$ cat src/design/cpu16_pkg.sv
// CPU16 decode package
`default_nettype none

package cpu16_pkg;

    // Datapath and register file sizes
    localparam int data_width     = 16;
    localparam int reg_addr_width = 4;
    localparam int num_regs       = 16;

    // Special registers
    localparam logic [reg_addr_width-1:0] zero_reg = 4'd0;  // Hardwired zero
    localparam logic [reg_addr_width-1:0] ds_reg   = 4'd14; // Data segment base
    localparam logic [reg_addr_width-1:0] sp_reg   = 4'd15; // Stack pointer
    localparam logic [data_width-1:0] sp_reset_value = 16'hFFFF;

    // Instruction fields as low index plus width
    localparam int opcode_lsb = 12;
    localparam int opcode_w   = 4;
    localparam int rd_lsb     = 8;  // Dest or load/store register
    localparam int rd_w       = 4;
    localparam int cond_lsb   = 8;  // Branch condition
    localparam int cond_w     = 3;
    localparam int rs_lsb     = 4;
    localparam int rs_w       = 4;
    localparam int rt_lsb     = 0;
    localparam int rt_w       = 4;
    localparam int imm4_lsb   = 0;  // Arithmetic/shift immediate
    localparam int imm4_w     = 4;
    localparam int imm8_lsb   = 0;  // Load/store and half-load immediate
    localparam int imm8_w     = 8;
    localparam int target_lsb = 0;  // Call target
    localparam int target_w   = 12;

    // Opcode map in encoding order
    typedef enum logic [3:0] {
        op_add,
        op_sub,
        op_nand,
        op_xor,
        op_addi,
        op_sll,
        op_srl,
        op_sra,
        op_lw,
        op_sw,
        op_lhb,
        op_llb,
        op_b,
        op_call,
        op_ret,
        op_hlt
    } opcode_e;

    // ALU operations; pass is the bubble code
    typedef enum logic [2:0] {
        alu_add,
        alu_sub,
        alu_nand,
        alu_xor,
        alu_sll,
        alu_srl,
        alu_sra,
        alu_pass   // 3'b111
    } alu_op_e;

endpackage

`default_nettype wire

$ cat src/design/control_decode.sv
// Opcode control decoder
`timescale 1ns/100ps
`default_nettype none

module control_decode (
    input  wire cpu16_pkg::opcode_e opcode,
    output logic                    reg_write,
    output logic                    mem_write,
    output logic                    mem_read,
    output logic                    mem_to_reg,  // Writeback from memory
    output logic                    alu_src,     // Immediate operand
    output cpu16_pkg::alu_op_e      alu_op,
    output logic                    branch,
    output logic                    call,
    output logic                    ret,
    output logic                    load_half,
    output logic                    half_spec,   // 0 for LHB, 1 for LLB
    output logic                    halt,
    output logic                    data_reg,    // Port 1 reads DS
    output logic                    stack_reg,   // Port 1 reads SP
    output logic                    rt_src,      // Port 2 reads dest field
    output logic                    imm8_sel,    // Extend the 8-bit immediate
    output logic                    reads_rt     // Port 2 is a real source
);
    import cpu16_pkg::*;

    always_comb begin
        reg_write  = 1'b0;
        mem_write  = 1'b0;
        mem_read   = 1'b0;
        mem_to_reg = 1'b0;
        alu_src    = 1'b0;
        alu_op     = alu_pass;
        branch     = 1'b0;
        call       = 1'b0;
        ret        = 1'b0;
        load_half  = 1'b0;
        half_spec  = 1'b0;
        halt       = 1'b0;
        data_reg   = 1'b0;
        stack_reg  = 1'b0;
        rt_src     = 1'b0;
        imm8_sel   = 1'b0;
        reads_rt   = 1'b0;
        case (opcode)
            op_add, op_sub, op_nand, op_xor: begin
                reg_write = 1'b1;
                reads_rt  = 1'b1;
                case (opcode)
                    op_add:  alu_op = alu_add;
                    op_sub:  alu_op = alu_sub;
                    op_nand: alu_op = alu_nand;
                    default: alu_op = alu_xor;
                endcase
            end
            op_addi, op_sll, op_srl, op_sra: begin
                reg_write = 1'b1;
                alu_src   = 1'b1;  // 4-bit immediate
                case (opcode)
                    op_addi: alu_op = alu_add;
                    op_sll:  alu_op = alu_sll;
                    op_srl:  alu_op = alu_srl;
                    default: alu_op = alu_sra;
                endcase
            end
            op_lw: begin
                reg_write  = 1'b1;
                mem_read   = 1'b1;
                mem_to_reg = 1'b1;
                alu_src    = 1'b1;
                alu_op     = alu_add;  // DS + offset
                data_reg   = 1'b1;
                imm8_sel   = 1'b1;
            end
            op_sw: begin
                mem_write = 1'b1;
                alu_src   = 1'b1;
                alu_op    = alu_add;
                data_reg  = 1'b1;
                imm8_sel  = 1'b1;
                rt_src    = 1'b1;  // Store data from dest field
                reads_rt  = 1'b1;
            end
            op_lhb, op_llb: begin
                reg_write = 1'b1;
                load_half = 1'b1;
                alu_src   = 1'b1;
                alu_op    = alu_pass;
                imm8_sel  = 1'b1;
                rt_src    = 1'b1;  // Other half comes from the dest reg
                reads_rt  = 1'b1;
                half_spec = (opcode == op_llb);
            end
            op_b: begin
                branch = 1'b1;
                alu_op = alu_sub;
            end
            op_call: begin
                call      = 1'b1;
                mem_write = 1'b1;  // Push return address
                stack_reg = 1'b1;
                alu_op    = alu_sub;
            end
            op_ret: begin
                ret       = 1'b1;
                mem_read  = 1'b1;  // Pop return address
                stack_reg = 1'b1;
                alu_op    = alu_add;
            end
            default: begin
                halt   = 1'b1;  // op_hlt
                alu_op = alu_pass;
            end
        endcase
    end

endmodule

`default_nettype wire

$ cat src/design/decode_top.sv
// CPU16 decode top level
`timescale 1ns/100ps
`default_nettype none

module decode_top (
    input  wire logic                                clk,
    input  wire logic                                rst,
    input  wire logic [cpu16_pkg::data_width-1:0]     instr,
    input  wire logic [cpu16_pkg::data_width-1:0]     pc,
    input  wire logic                                pc_update,
    input  wire logic                                reg_write_in,
    input  wire logic [cpu16_pkg::reg_addr_width-1:0] wb_reg,
    input  wire logic [cpu16_pkg::data_width-1:0]     wb_data,
    input  wire logic [cpu16_pkg::reg_addr_width-1:0] id_ex_rd,
    input  wire logic [cpu16_pkg::reg_addr_width-1:0] ex_mem_rd,
    input  wire logic [cpu16_pkg::reg_addr_width-1:0] mem_wb_rd,
    output logic reg_write, mem_write, mem_read, mem_to_reg, alu_src,
    output cpu16_pkg::alu_op_e alu_op,
    output logic branch, call, ret, load_half, half_spec, halt,
    output logic [cpu16_pkg::data_width-1:0]     read_data_1,
    output logic [cpu16_pkg::data_width-1:0]     read_data_2,
    output logic [cpu16_pkg::data_width-1:0]     sign_ext,
    output logic [cpu16_pkg::imm4_w-1:0]         arith_imm,
    output logic [cpu16_pkg::imm8_w-1:0]         ls_imm,
    output logic [cpu16_pkg::rd_w-1:0]           ls_reg,
    output logic [cpu16_pkg::cond_w-1:0]         branch_cond,
    output logic [cpu16_pkg::target_w-1:0]       call_target,
    output logic [cpu16_pkg::data_width-1:0]     pc_out,
    output logic                                 stall,
    output logic                                 pc_hazard
);
    import cpu16_pkg::*;

    logic [data_width-1:0] id_instr;  // Held word
    logic [data_width-1:0] id_pc;
    logic                  id_valid;

    // Stall and pc_hazard loop back to hold the buffer
    if_id_reg u_if_id (
        .clk(clk), .rst(rst), .stall(stall), .pc_hazard(pc_hazard),
        .pc_update(pc_update), .instr(instr), .pc(pc),
        .id_instr(id_instr), .id_pc(id_pc), .id_valid(id_valid)
    );

    id_stage u_id (
        .clk(clk), .rst(rst), .instr(id_instr), .pc(id_pc), .valid(id_valid),
        .reg_write_in(reg_write_in), .wb_reg(wb_reg), .wb_data(wb_data),
        .id_ex_rd(id_ex_rd), .ex_mem_rd(ex_mem_rd), .mem_wb_rd(mem_wb_rd),
        .pc_update(pc_update), .reg_write(reg_write), .mem_write(mem_write),
        .mem_read(mem_read), .mem_to_reg(mem_to_reg), .alu_src(alu_src),
        .alu_op(alu_op), .branch(branch), .call(call), .ret(ret),
        .load_half(load_half), .half_spec(half_spec), .halt(halt),
        .read_data_1(read_data_1), .read_data_2(read_data_2), .sign_ext(sign_ext),
        .arith_imm(arith_imm), .ls_imm(ls_imm), .ls_reg(ls_reg),
        .branch_cond(branch_cond), .call_target(call_target), .pc_out(pc_out),
        .stall(stall), .pc_hazard(pc_hazard)
    );

endmodule

`default_nettype wire

$ cat src/design/hazard_unit.sv
// Data and control-flow hazard detection
`timescale 1ns/100ps
`default_nettype none

module hazard_unit (
    input  wire logic                                clk,
    input  wire logic                                rst,
    input  wire logic [cpu16_pkg::reg_addr_width-1:0] src_1,
    input  wire logic [cpu16_pkg::reg_addr_width-1:0] src_2,
    input  wire logic                                uses_src_2,
    input  wire logic                                valid,
    input  wire logic [cpu16_pkg::reg_addr_width-1:0] id_ex_rd,
    input  wire logic [cpu16_pkg::reg_addr_width-1:0] ex_mem_rd,
    input  wire logic [cpu16_pkg::reg_addr_width-1:0] mem_wb_rd,
    input  wire logic                                flow_change,  // Branch, call or ret
    input  wire logic                                pc_update,
    output logic                                     stall,
    output logic                                     pc_hazard
);
    import cpu16_pkg::*;

    logic hit_1;
    logic hit_2;

    // Source pending in any later stage; R0 never conflicts
    function automatic logic pending(input logic [reg_addr_width-1:0] src);
        logic busy;
        busy = (src == id_ex_rd) || (src == ex_mem_rd) || (src == mem_wb_rd);
        return busy && (src != zero_reg);
    endfunction

    assign hit_1 = pending(src_1);
    assign hit_2 = uses_src_2 && pending(src_2);

    // Stall only a live word not already waiting on a redirect
    assign stall = valid && !pc_hazard && (hit_1 || hit_2);

    // Held from the edge after the flow change until pc_update
    always_ff @(posedge clk) begin
        if (rst) begin
            pc_hazard <= 1'b0;
        end else if (pc_update) begin
            pc_hazard <= 1'b0;
        end else if (valid && !stall && flow_change) begin
            pc_hazard <= 1'b1;
        end
    end

endmodule

`default_nettype wire

$ cat src/design/id_stage.sv
// Instruction decode stage
`timescale 1ns/100ps
`default_nettype none

module id_stage (
    input  wire logic                                clk,
    input  wire logic                                rst,
    input  wire logic [cpu16_pkg::data_width-1:0]     instr,
    input  wire logic [cpu16_pkg::data_width-1:0]     pc,
    input  wire logic                                valid,
    input  wire logic                                reg_write_in,
    input  wire logic [cpu16_pkg::reg_addr_width-1:0] wb_reg,
    input  wire logic [cpu16_pkg::data_width-1:0]     wb_data,
    input  wire logic [cpu16_pkg::reg_addr_width-1:0] id_ex_rd,
    input  wire logic [cpu16_pkg::reg_addr_width-1:0] ex_mem_rd,
    input  wire logic [cpu16_pkg::reg_addr_width-1:0] mem_wb_rd,
    input  wire logic                                pc_update,
    output logic reg_write, mem_write, mem_read, mem_to_reg, alu_src,
    output cpu16_pkg::alu_op_e alu_op,
    output logic branch, call, ret, load_half, half_spec, halt,
    output logic [cpu16_pkg::data_width-1:0]     read_data_1,
    output logic [cpu16_pkg::data_width-1:0]     read_data_2,
    output logic [cpu16_pkg::data_width-1:0]     sign_ext,
    output logic [cpu16_pkg::imm4_w-1:0]         arith_imm,
    output logic [cpu16_pkg::imm8_w-1:0]         ls_imm,
    output logic [cpu16_pkg::rd_w-1:0]           ls_reg,
    output logic [cpu16_pkg::cond_w-1:0]         branch_cond,
    output logic [cpu16_pkg::target_w-1:0]       call_target,
    output logic [cpu16_pkg::data_width-1:0]     pc_out,
    output logic                                 stall,
    output logic                                 pc_hazard
);
    import cpu16_pkg::*;

    opcode_e               opcode;
    logic [rd_w-1:0]       rd_field;
    logic [rs_w-1:0]       rs_field;
    logic [rt_w-1:0]       rt_field;
    logic [imm4_w-1:0]     imm4;
    logic [imm8_w-1:0]     imm8;
    logic [reg_addr_width-1:0] addr_1, addr_2;   // Effective read addresses
    logic [data_width-1:0] rf_data_1, rf_data_2;
    logic                  c_reg_write, c_mem_write, c_mem_read, c_mem_to_reg, c_alu_src;
    alu_op_e               c_alu_op;
    logic                  c_branch, c_call, c_ret, c_load_half, c_half_spec, c_halt;
    logic                  data_reg, stack_reg, rt_src, imm8_sel, reads_rt;
    logic                  bubble;

    // Field split
    assign opcode      = opcode_e'(instr[opcode_lsb +: opcode_w]);
    assign rd_field    = instr[rd_lsb +: rd_w];
    assign rs_field    = instr[rs_lsb +: rs_w];
    assign rt_field    = instr[rt_lsb +: rt_w];
    assign imm4        = instr[imm4_lsb +: imm4_w];
    assign imm8        = instr[imm8_lsb +: imm8_w];
    assign branch_cond = instr[cond_lsb +: cond_w];     // Passes through bubbles
    assign call_target = instr[target_lsb +: target_w];
    assign pc_out      = pc;

    // Port 1 reads DS for memory ops and SP for stack ops
    assign addr_1 = data_reg ? ds_reg : (stack_reg ? sp_reg : rs_field);
    assign addr_2 = rt_src ? rd_field : rt_field;  // SW/LHB/LLB read the dest field

    control_decode u_ctrl (
        .opcode(opcode), .reg_write(c_reg_write), .mem_write(c_mem_write),
        .mem_read(c_mem_read), .mem_to_reg(c_mem_to_reg), .alu_src(c_alu_src),
        .alu_op(c_alu_op), .branch(c_branch), .call(c_call), .ret(c_ret),
        .load_half(c_load_half), .half_spec(c_half_spec), .halt(c_halt),
        .data_reg(data_reg), .stack_reg(stack_reg), .rt_src(rt_src),
        .imm8_sel(imm8_sel), .reads_rt(reads_rt)
    );

    reg_file u_rf (
        .clk(clk), .rst(rst), .write_en(reg_write_in), .write_reg(wb_reg),
        .write_data(wb_data), .read_reg_1(addr_1), .read_reg_2(addr_2),
        .read_data_1(rf_data_1), .read_data_2(rf_data_2)
    );

    hazard_unit u_hdu (
        .clk(clk), .rst(rst), .src_1(addr_1), .src_2(addr_2), .uses_src_2(reads_rt),
        .valid(valid), .id_ex_rd(id_ex_rd), .ex_mem_rd(ex_mem_rd), .mem_wb_rd(mem_wb_rd),
        .flow_change(c_branch || c_call || c_ret), .pc_update(pc_update),
        .stall(stall), .pc_hazard(pc_hazard)
    );

    assign bubble = stall || pc_hazard || !valid;

    // Bubble mux drives zeros and ALU pass downstream
    always_comb begin
        reg_write   = bubble ? 1'b0 : c_reg_write;
        mem_write   = bubble ? 1'b0 : c_mem_write;
        mem_read    = bubble ? 1'b0 : c_mem_read;
        mem_to_reg  = bubble ? 1'b0 : c_mem_to_reg;
        alu_src     = bubble ? 1'b0 : c_alu_src;
        alu_op      = bubble ? alu_pass : c_alu_op;
        branch      = bubble ? 1'b0 : c_branch;
        call        = bubble ? 1'b0 : c_call;
        ret         = bubble ? 1'b0 : c_ret;
        load_half   = bubble ? 1'b0 : c_load_half;
        half_spec   = bubble ? 1'b0 : c_half_spec;
        halt        = bubble ? 1'b0 : c_halt;
        read_data_1 = bubble ? '0 : rf_data_1;
        read_data_2 = bubble ? '0 : rf_data_2;
        arith_imm   = bubble ? '0 : imm4;
        ls_imm      = bubble ? '0 : imm8;
        ls_reg      = bubble ? '0 : rd_field;
        if (bubble) begin
            sign_ext = '0;
        end else if (imm8_sel) begin
            sign_ext = {{(data_width-imm8_w){imm8[imm8_w-1]}}, imm8};
        end else begin
            sign_ext = {{(data_width-imm4_w){imm4[imm4_w-1]}}, imm4};
        end
    end

endmodule

`default_nettype wire

$ cat src/design/if_id_reg.sv
// IF/ID pipeline register
`timescale 1ns/100ps
`default_nettype none

module if_id_reg (
    input  wire logic                            clk,
    input  wire logic                            rst,
    input  wire logic                            stall,      // Data hazard hold
    input  wire logic                            pc_hazard,  // Waiting on redirect
    input  wire logic                            pc_update,  // Redirected word present
    input  wire logic [cpu16_pkg::data_width-1:0] instr,
    input  wire logic [cpu16_pkg::data_width-1:0] pc,
    output logic      [cpu16_pkg::data_width-1:0] id_instr,
    output logic      [cpu16_pkg::data_width-1:0] id_pc,
    output logic                                 id_valid
);
    import cpu16_pkg::*;

    logic load;

    // Redirect always wins over a held word
    assign load = (!stall && !pc_hazard) || pc_update;

    // Instruction word and its PC
    always_ff @(posedge clk) begin
        if (load) begin
            id_instr <= instr;
            id_pc    <= pc;
        end
    end

    // Valid stays low until the first load after reset
    always_ff @(posedge clk) begin
        if (rst) begin
            id_valid <= 1'b0;
        end else if (load) begin
            id_valid <= 1'b1;
        end
    end

endmodule

`default_nettype wire

$ cat src/design/reg_file.sv
// Architectural register file
`timescale 1ns/100ps
`default_nettype none

module reg_file (
    input  wire logic                                clk,
    input  wire logic                                rst,
    input  wire logic                                write_en,
    input  wire logic [cpu16_pkg::reg_addr_width-1:0] write_reg,
    input  wire logic [cpu16_pkg::data_width-1:0]     write_data,
    input  wire logic [cpu16_pkg::reg_addr_width-1:0] read_reg_1,
    input  wire logic [cpu16_pkg::reg_addr_width-1:0] read_reg_2,
    output logic      [cpu16_pkg::data_width-1:0]     read_data_1,
    output logic      [cpu16_pkg::data_width-1:0]     read_data_2
);
    import cpu16_pkg::*;

    logic [data_width-1:0] regs [num_regs];

    // Reset clears the file except SP, which starts at top of memory
    always_ff @(posedge clk) begin
        if (rst) begin
            for (int i = 0; i < num_regs; i++) begin
                regs[i] <= '0;
            end
            regs[sp_reg] <= sp_reset_value;
        end else if (write_en && (write_reg != zero_reg)) begin
            regs[write_reg] <= write_data;  // R0 stays zero
        end
    end

    // Combinational reads without write-through
    always_comb begin
        if (read_reg_1 == zero_reg) begin
            read_data_1 = '0;
        end else begin
            read_data_1 = regs[read_reg_1];
        end
    end

    always_comb begin
        if (read_reg_2 == zero_reg) begin
            read_data_2 = '0;
        end else begin
            read_data_2 = regs[read_reg_2];
        end
    end

endmodule

`default_nettype wire

$ cat config.mk
export PLATFORM = sky130hd
export DESIGN_NAME = decode_top
export DESIGN_NICKNAME = d
export VERILOG_FILES = /design/src/design/cpu16_pkg.sv /design/src/design/control_decode.sv /design/src/design/decode_top.sv /design/src/design/hazard_unit.sv /design/src/design/id_stage.sv /design/src/design/if_id_reg.sv /design/src/design/reg_file.sv
export SDC_FILE = /design/constraint.sdc
export NUM_CORES = 1
export LEC_CHECK = 0
export BUFFER_PORTS_ARGS = -buffer_cell sky130_fd_sc_hd__buf_4
export CORE_ASPECT_RATIO = 2
export CORE_MARGIN = 3
export CORE_UTILIZATION = 41
export CTS_BUF_LIST = sky130_fd_sc_hd__clkbuf_16
export CTS_CLUSTER_SIZE = 8
export DETAILED_ROUTE_END_ITERATION = 8
export GPL_ROUTABILITY_DRIVEN = 0
export MAX_ROUTING_LAYER = met4
export SLEW_MARGIN = 20
export SYNTH_ARGS = -nofsm -noshare
export SYNTH_HDL_FRONTEND = slang
export SYNTH_HIERARCHICAL = 1
export SYNTH_SLANG_ARGS = --single-unit
$ cat constraint.sdc
create_clock -name clk -period 3.3 [get_ports clk]
set_input_delay 0.165 -clock clk [delete_from_list [all_inputs] [get_ports clk]]
set_output_delay 0.165 -clock clk [all_outputs]
set_load 0.02 [all_outputs]
==> impl_results.md <==
* Hold Path Class: primary input to flip-flop
* FF+latch count, synth at 275
* DRC viols at 0
* Initial Utilization at 41.7%
* Fin crit period at 3.66 ns
* Initial antenna violation count at 0
* 1st-iter DRT viols at 723
* Die width at 144 um
* Initial DRT Pass Iterations at 5
* Syn_area_per_cell at 13.2 um^2
* Yosys warns at 6
* Commonest non-fill, non-tap cells in the layout: 273 x edfxtp_1, 262 x and2_1, 229 x buf_4
* Post-DP HPWL at 31200 um
* Via density at 5.70
* Pre-CTS setup slack at -0.0251 ns
* Worst-Skew Late Latency at 0.52 ns
* CTS tree: built
* Commonest non-fill, non-tap cell in the layout: edfxtp_1
* Rel. slew slack at 44.4%
* Final setup fails at 78
* Die Span Y at 282 um
* Psw at 3.36 mW
* Ys flop type: edfxtp_1
* Post-synthesis net count at 1248
* Total wire length at 47600 um
* Critical path arrival at 3.49 ns
* Outcome: complete, but fails checks
* Share of cells above drive strength 1 at 38.0%
* HP Start: wb_data[6]
* Final instance area at 19900 um^2
* CTS Sinks at 275
* Failing checks: negative setup slack
* RSZ-0062 raised after global routing: yes
* Count of different cell masters after synthesis at 56
* WS Path Type: flip-flop to output pin
* Core Box Area at 37400 um^2
* Worst-Margin Slew at 0.832 ns
* Area contributors post-synth: edfxtp_1 53%, and2_1 11%, mux4_2 9.7%, mux2i_1 6.7%, buf_4 2.6%
* Clock network power share at 31.7%
* Site Rows at 100
* Worst Path Max Fanout at 6
* Die area at 40500 um^2
* Fillers at 3083
* Setup crit end kind: output pin
* Share of the synthesized area in the top cell type at 52.6%
* CP max stage cell: or4_4
* Syn Std Cell Area at 15600 um^2
* Yosys top cell by area: edfxtp_1
* Via count at 10692
* WL/cell at 25.3 um
* Critical Path Source: u_if_id/id_instr[14]
* P_leak at 7.70 nW
* Critical Path RT at 3.13 ns
* Final setup margin at -0.359 ns
* Tcrit/Tclk final at 111%
* Vias in the first global route at 11024
* Async SR Flop Fraction at 0%
* Clock slew at reported path FFs at 0.05 ns
* Fin nets at 1479
* CTS root buf: clkbuf_16
* Port bufs at 178
* Largest net degree at the start of global routing at 29
* Clock Path Buffers at 3
* Cells along the critical path: nand2b_4 -> nor2_4 -> buf_4 -> mux2_4 -> or4_4 -> o311ai_4 -> a21oi_4 -> or3b_4 -> a21oi_4 -> buf_6
* Clock Skew at 0.0147 ns
* Placed Area at 17400 um^2
* Seq pwr share at 37.4%
* Final core utilization at 53.1%
* Logic pwr share at 30.8%
* Placed Instances at 1757
* Pwr per Cell Area at 567 nW/um^2
* FF-to-FF Start: u_if_id/id_instr[14]
* Area grow syn2layout at 27.6%
* Post-Syn Instances at 1180
* Gr usage total at 23.3%
* Final hold vios at 0
* Antenna fix cells at 0
* Max_cap viols at 0
* Clock buffer count from CTS at 40
* First-pass GRT wire length at 67700 um
* I/O pins at 179
* Switching fraction of total power at 29.8%
* Layout Cells excl Fill at 1877
* Number of H-tree levels at 2
* CP Launch Type: flip-flop
* Delay of the slowest critical-path stage at 0.57 ns
* Fin Hold WS at 0.0188 ns
* Post-synthesis sequential area ratio at 52.9%
* Congestion Overflow GR at 0
* Post-route ant nets at 0
* Maximum vdd drop at 0.320 mV
* Int Power at 7.91 mW
* EDFF count, synth at 273
* Max Slew Vio Count at 0
* CP most frequent cell: a21oi_4
* Fmax at 0.273 GHz
[what timing repair did]
| action | in CTS | in global routing |
|---|---|---|
| endpoints found under the hold margin | 33 | 0 |
| pin swaps | 7 | 29 |
| setup endpoints to repair | 79 | 79 |
| hold buffers | 33 | 0 |
| cloned | 3 | 5 |
| buffers inserted | 7 | 25 |
| resized for setup | 75 | 69 |
[stage by stage]
stage	power [mW]	setup TNS [ns]
after CTS	11.0	-25.48
after global routing	11.7	-28.97
final	11.3	-21.80
after detailed placement	7.22	-0.244
after floorplan	6.16	0
after global placement	7.19	0
[Yosys cell counts, types with 2 or more instances]
library cell  count
and2_1          280
edfxtp_1        273
mux2i_1         105
mux4_2           67
a21oi_1          55
buf_4            55
clkbuf_1         46
nor2_1           35
buf_2            26
xor2_1           26
mux2_2           21
or3_1            20
a221o_1          15
a22oi_1          15
o22ai_1          15
or2_2            14
nand2_1          12
nand2b_1         11
buf_6             9
a2111oi_0         6
a2111oi_2         6
nor2_2            6
nor4_1            6
inv_1             5
a2111oi_1         3
a211oi_1          3
clkbuf_2          3
nor3_2            3
and3_1            2
buf_12            2
clkbuf_4          2
dfxtp_1           2
nand3_1           2
nand3b_1          2
nor2b_2           2
nor3_1            2
o21ai_0           2
o31ai_1           2
or4_1             2
[logic make-up (layout without fill, tap and decap cells)]
kind of cell           count (synthesis)  in the layout  share of synthesized area [%]
other                                  1              1                         0.0241
buffers and inverters                148            385                           5.81
flip-flops                           275            275                           52.9
AND/OR/NAND/NOR                      408            408                           15.9
multiplexers                         193            193                           17.9
XOR/XNOR                              26             26                           1.46
AO/OA/AOI/OAI                        129            130                           5.94
[layer usage]
layer	part of all wire [%]	GRT usage (%)	up-vias	wire length, um
met5	0	-	-	0
met4	4.5	9.88	0	2160
met3	4.8	2.46	127	2290
met2	56	43.1	449	26500
met1	35	24.8	5340	16700
li1	-	-	4776	-
[area by class of cell]
class	instances	area, um^2	share of cell area (%)
Clock buffer	40	1000	5.03
Clock inverter	9	55.1	0.277
Inverter	5	18.8	0.0944
Multi-Input combinational cell	758	6930	34.8
Sequential cell	275	8240	41.4
Tap cell	459	574	2.89
Timing Repair Buffer	331	3070	15.4
[final timing paths]
path	endpoint	slack, ns	depth (start not counted)
worst max-delay path	sign_ext[10]	-0.36	10
worst min-delay path	u_id/u_rf/regs[15][6]	0.02	2
worst max register to register	u_if_id/id_pc[9]	0.37	10
worst min register to register	u_if_id/id_valid	0.55	1
[critical path, delay by kind of cell (launching register included)]
kind / cells / cell delay [ns]
compound gates: 3 / 0.50
flops: 1 / 0.39
mux: 1 / 0.35
buf+inv: 2 / 0.31
simple gates: 4 / 1.41
[power by group through the flow]
stage	Sequential (mW)	Clock [mW]	Combinational (mW)
6_report	4.21	3.58	3.47
5_1_grt	4.23	3.79	3.67
4_1_cts	4.21	3.66	3.18
3_5_place_dp	4.27	0	2.95
3_3_place_gp	4.26	0	2.93
2_1_floorplan	4.22	0	1.94
[sequential cells by signal, summed over array words and instances, names as in the netlist]
register and flops:
u_if_id/id_valid 1, u_if_id/id_pc 16, u_id/u_rf/regs 241, u_id/u_hdu/pc_hazard 1
u_if_id/id_instr 16
No activity file was read; power rests on OpenSTA's default activity.
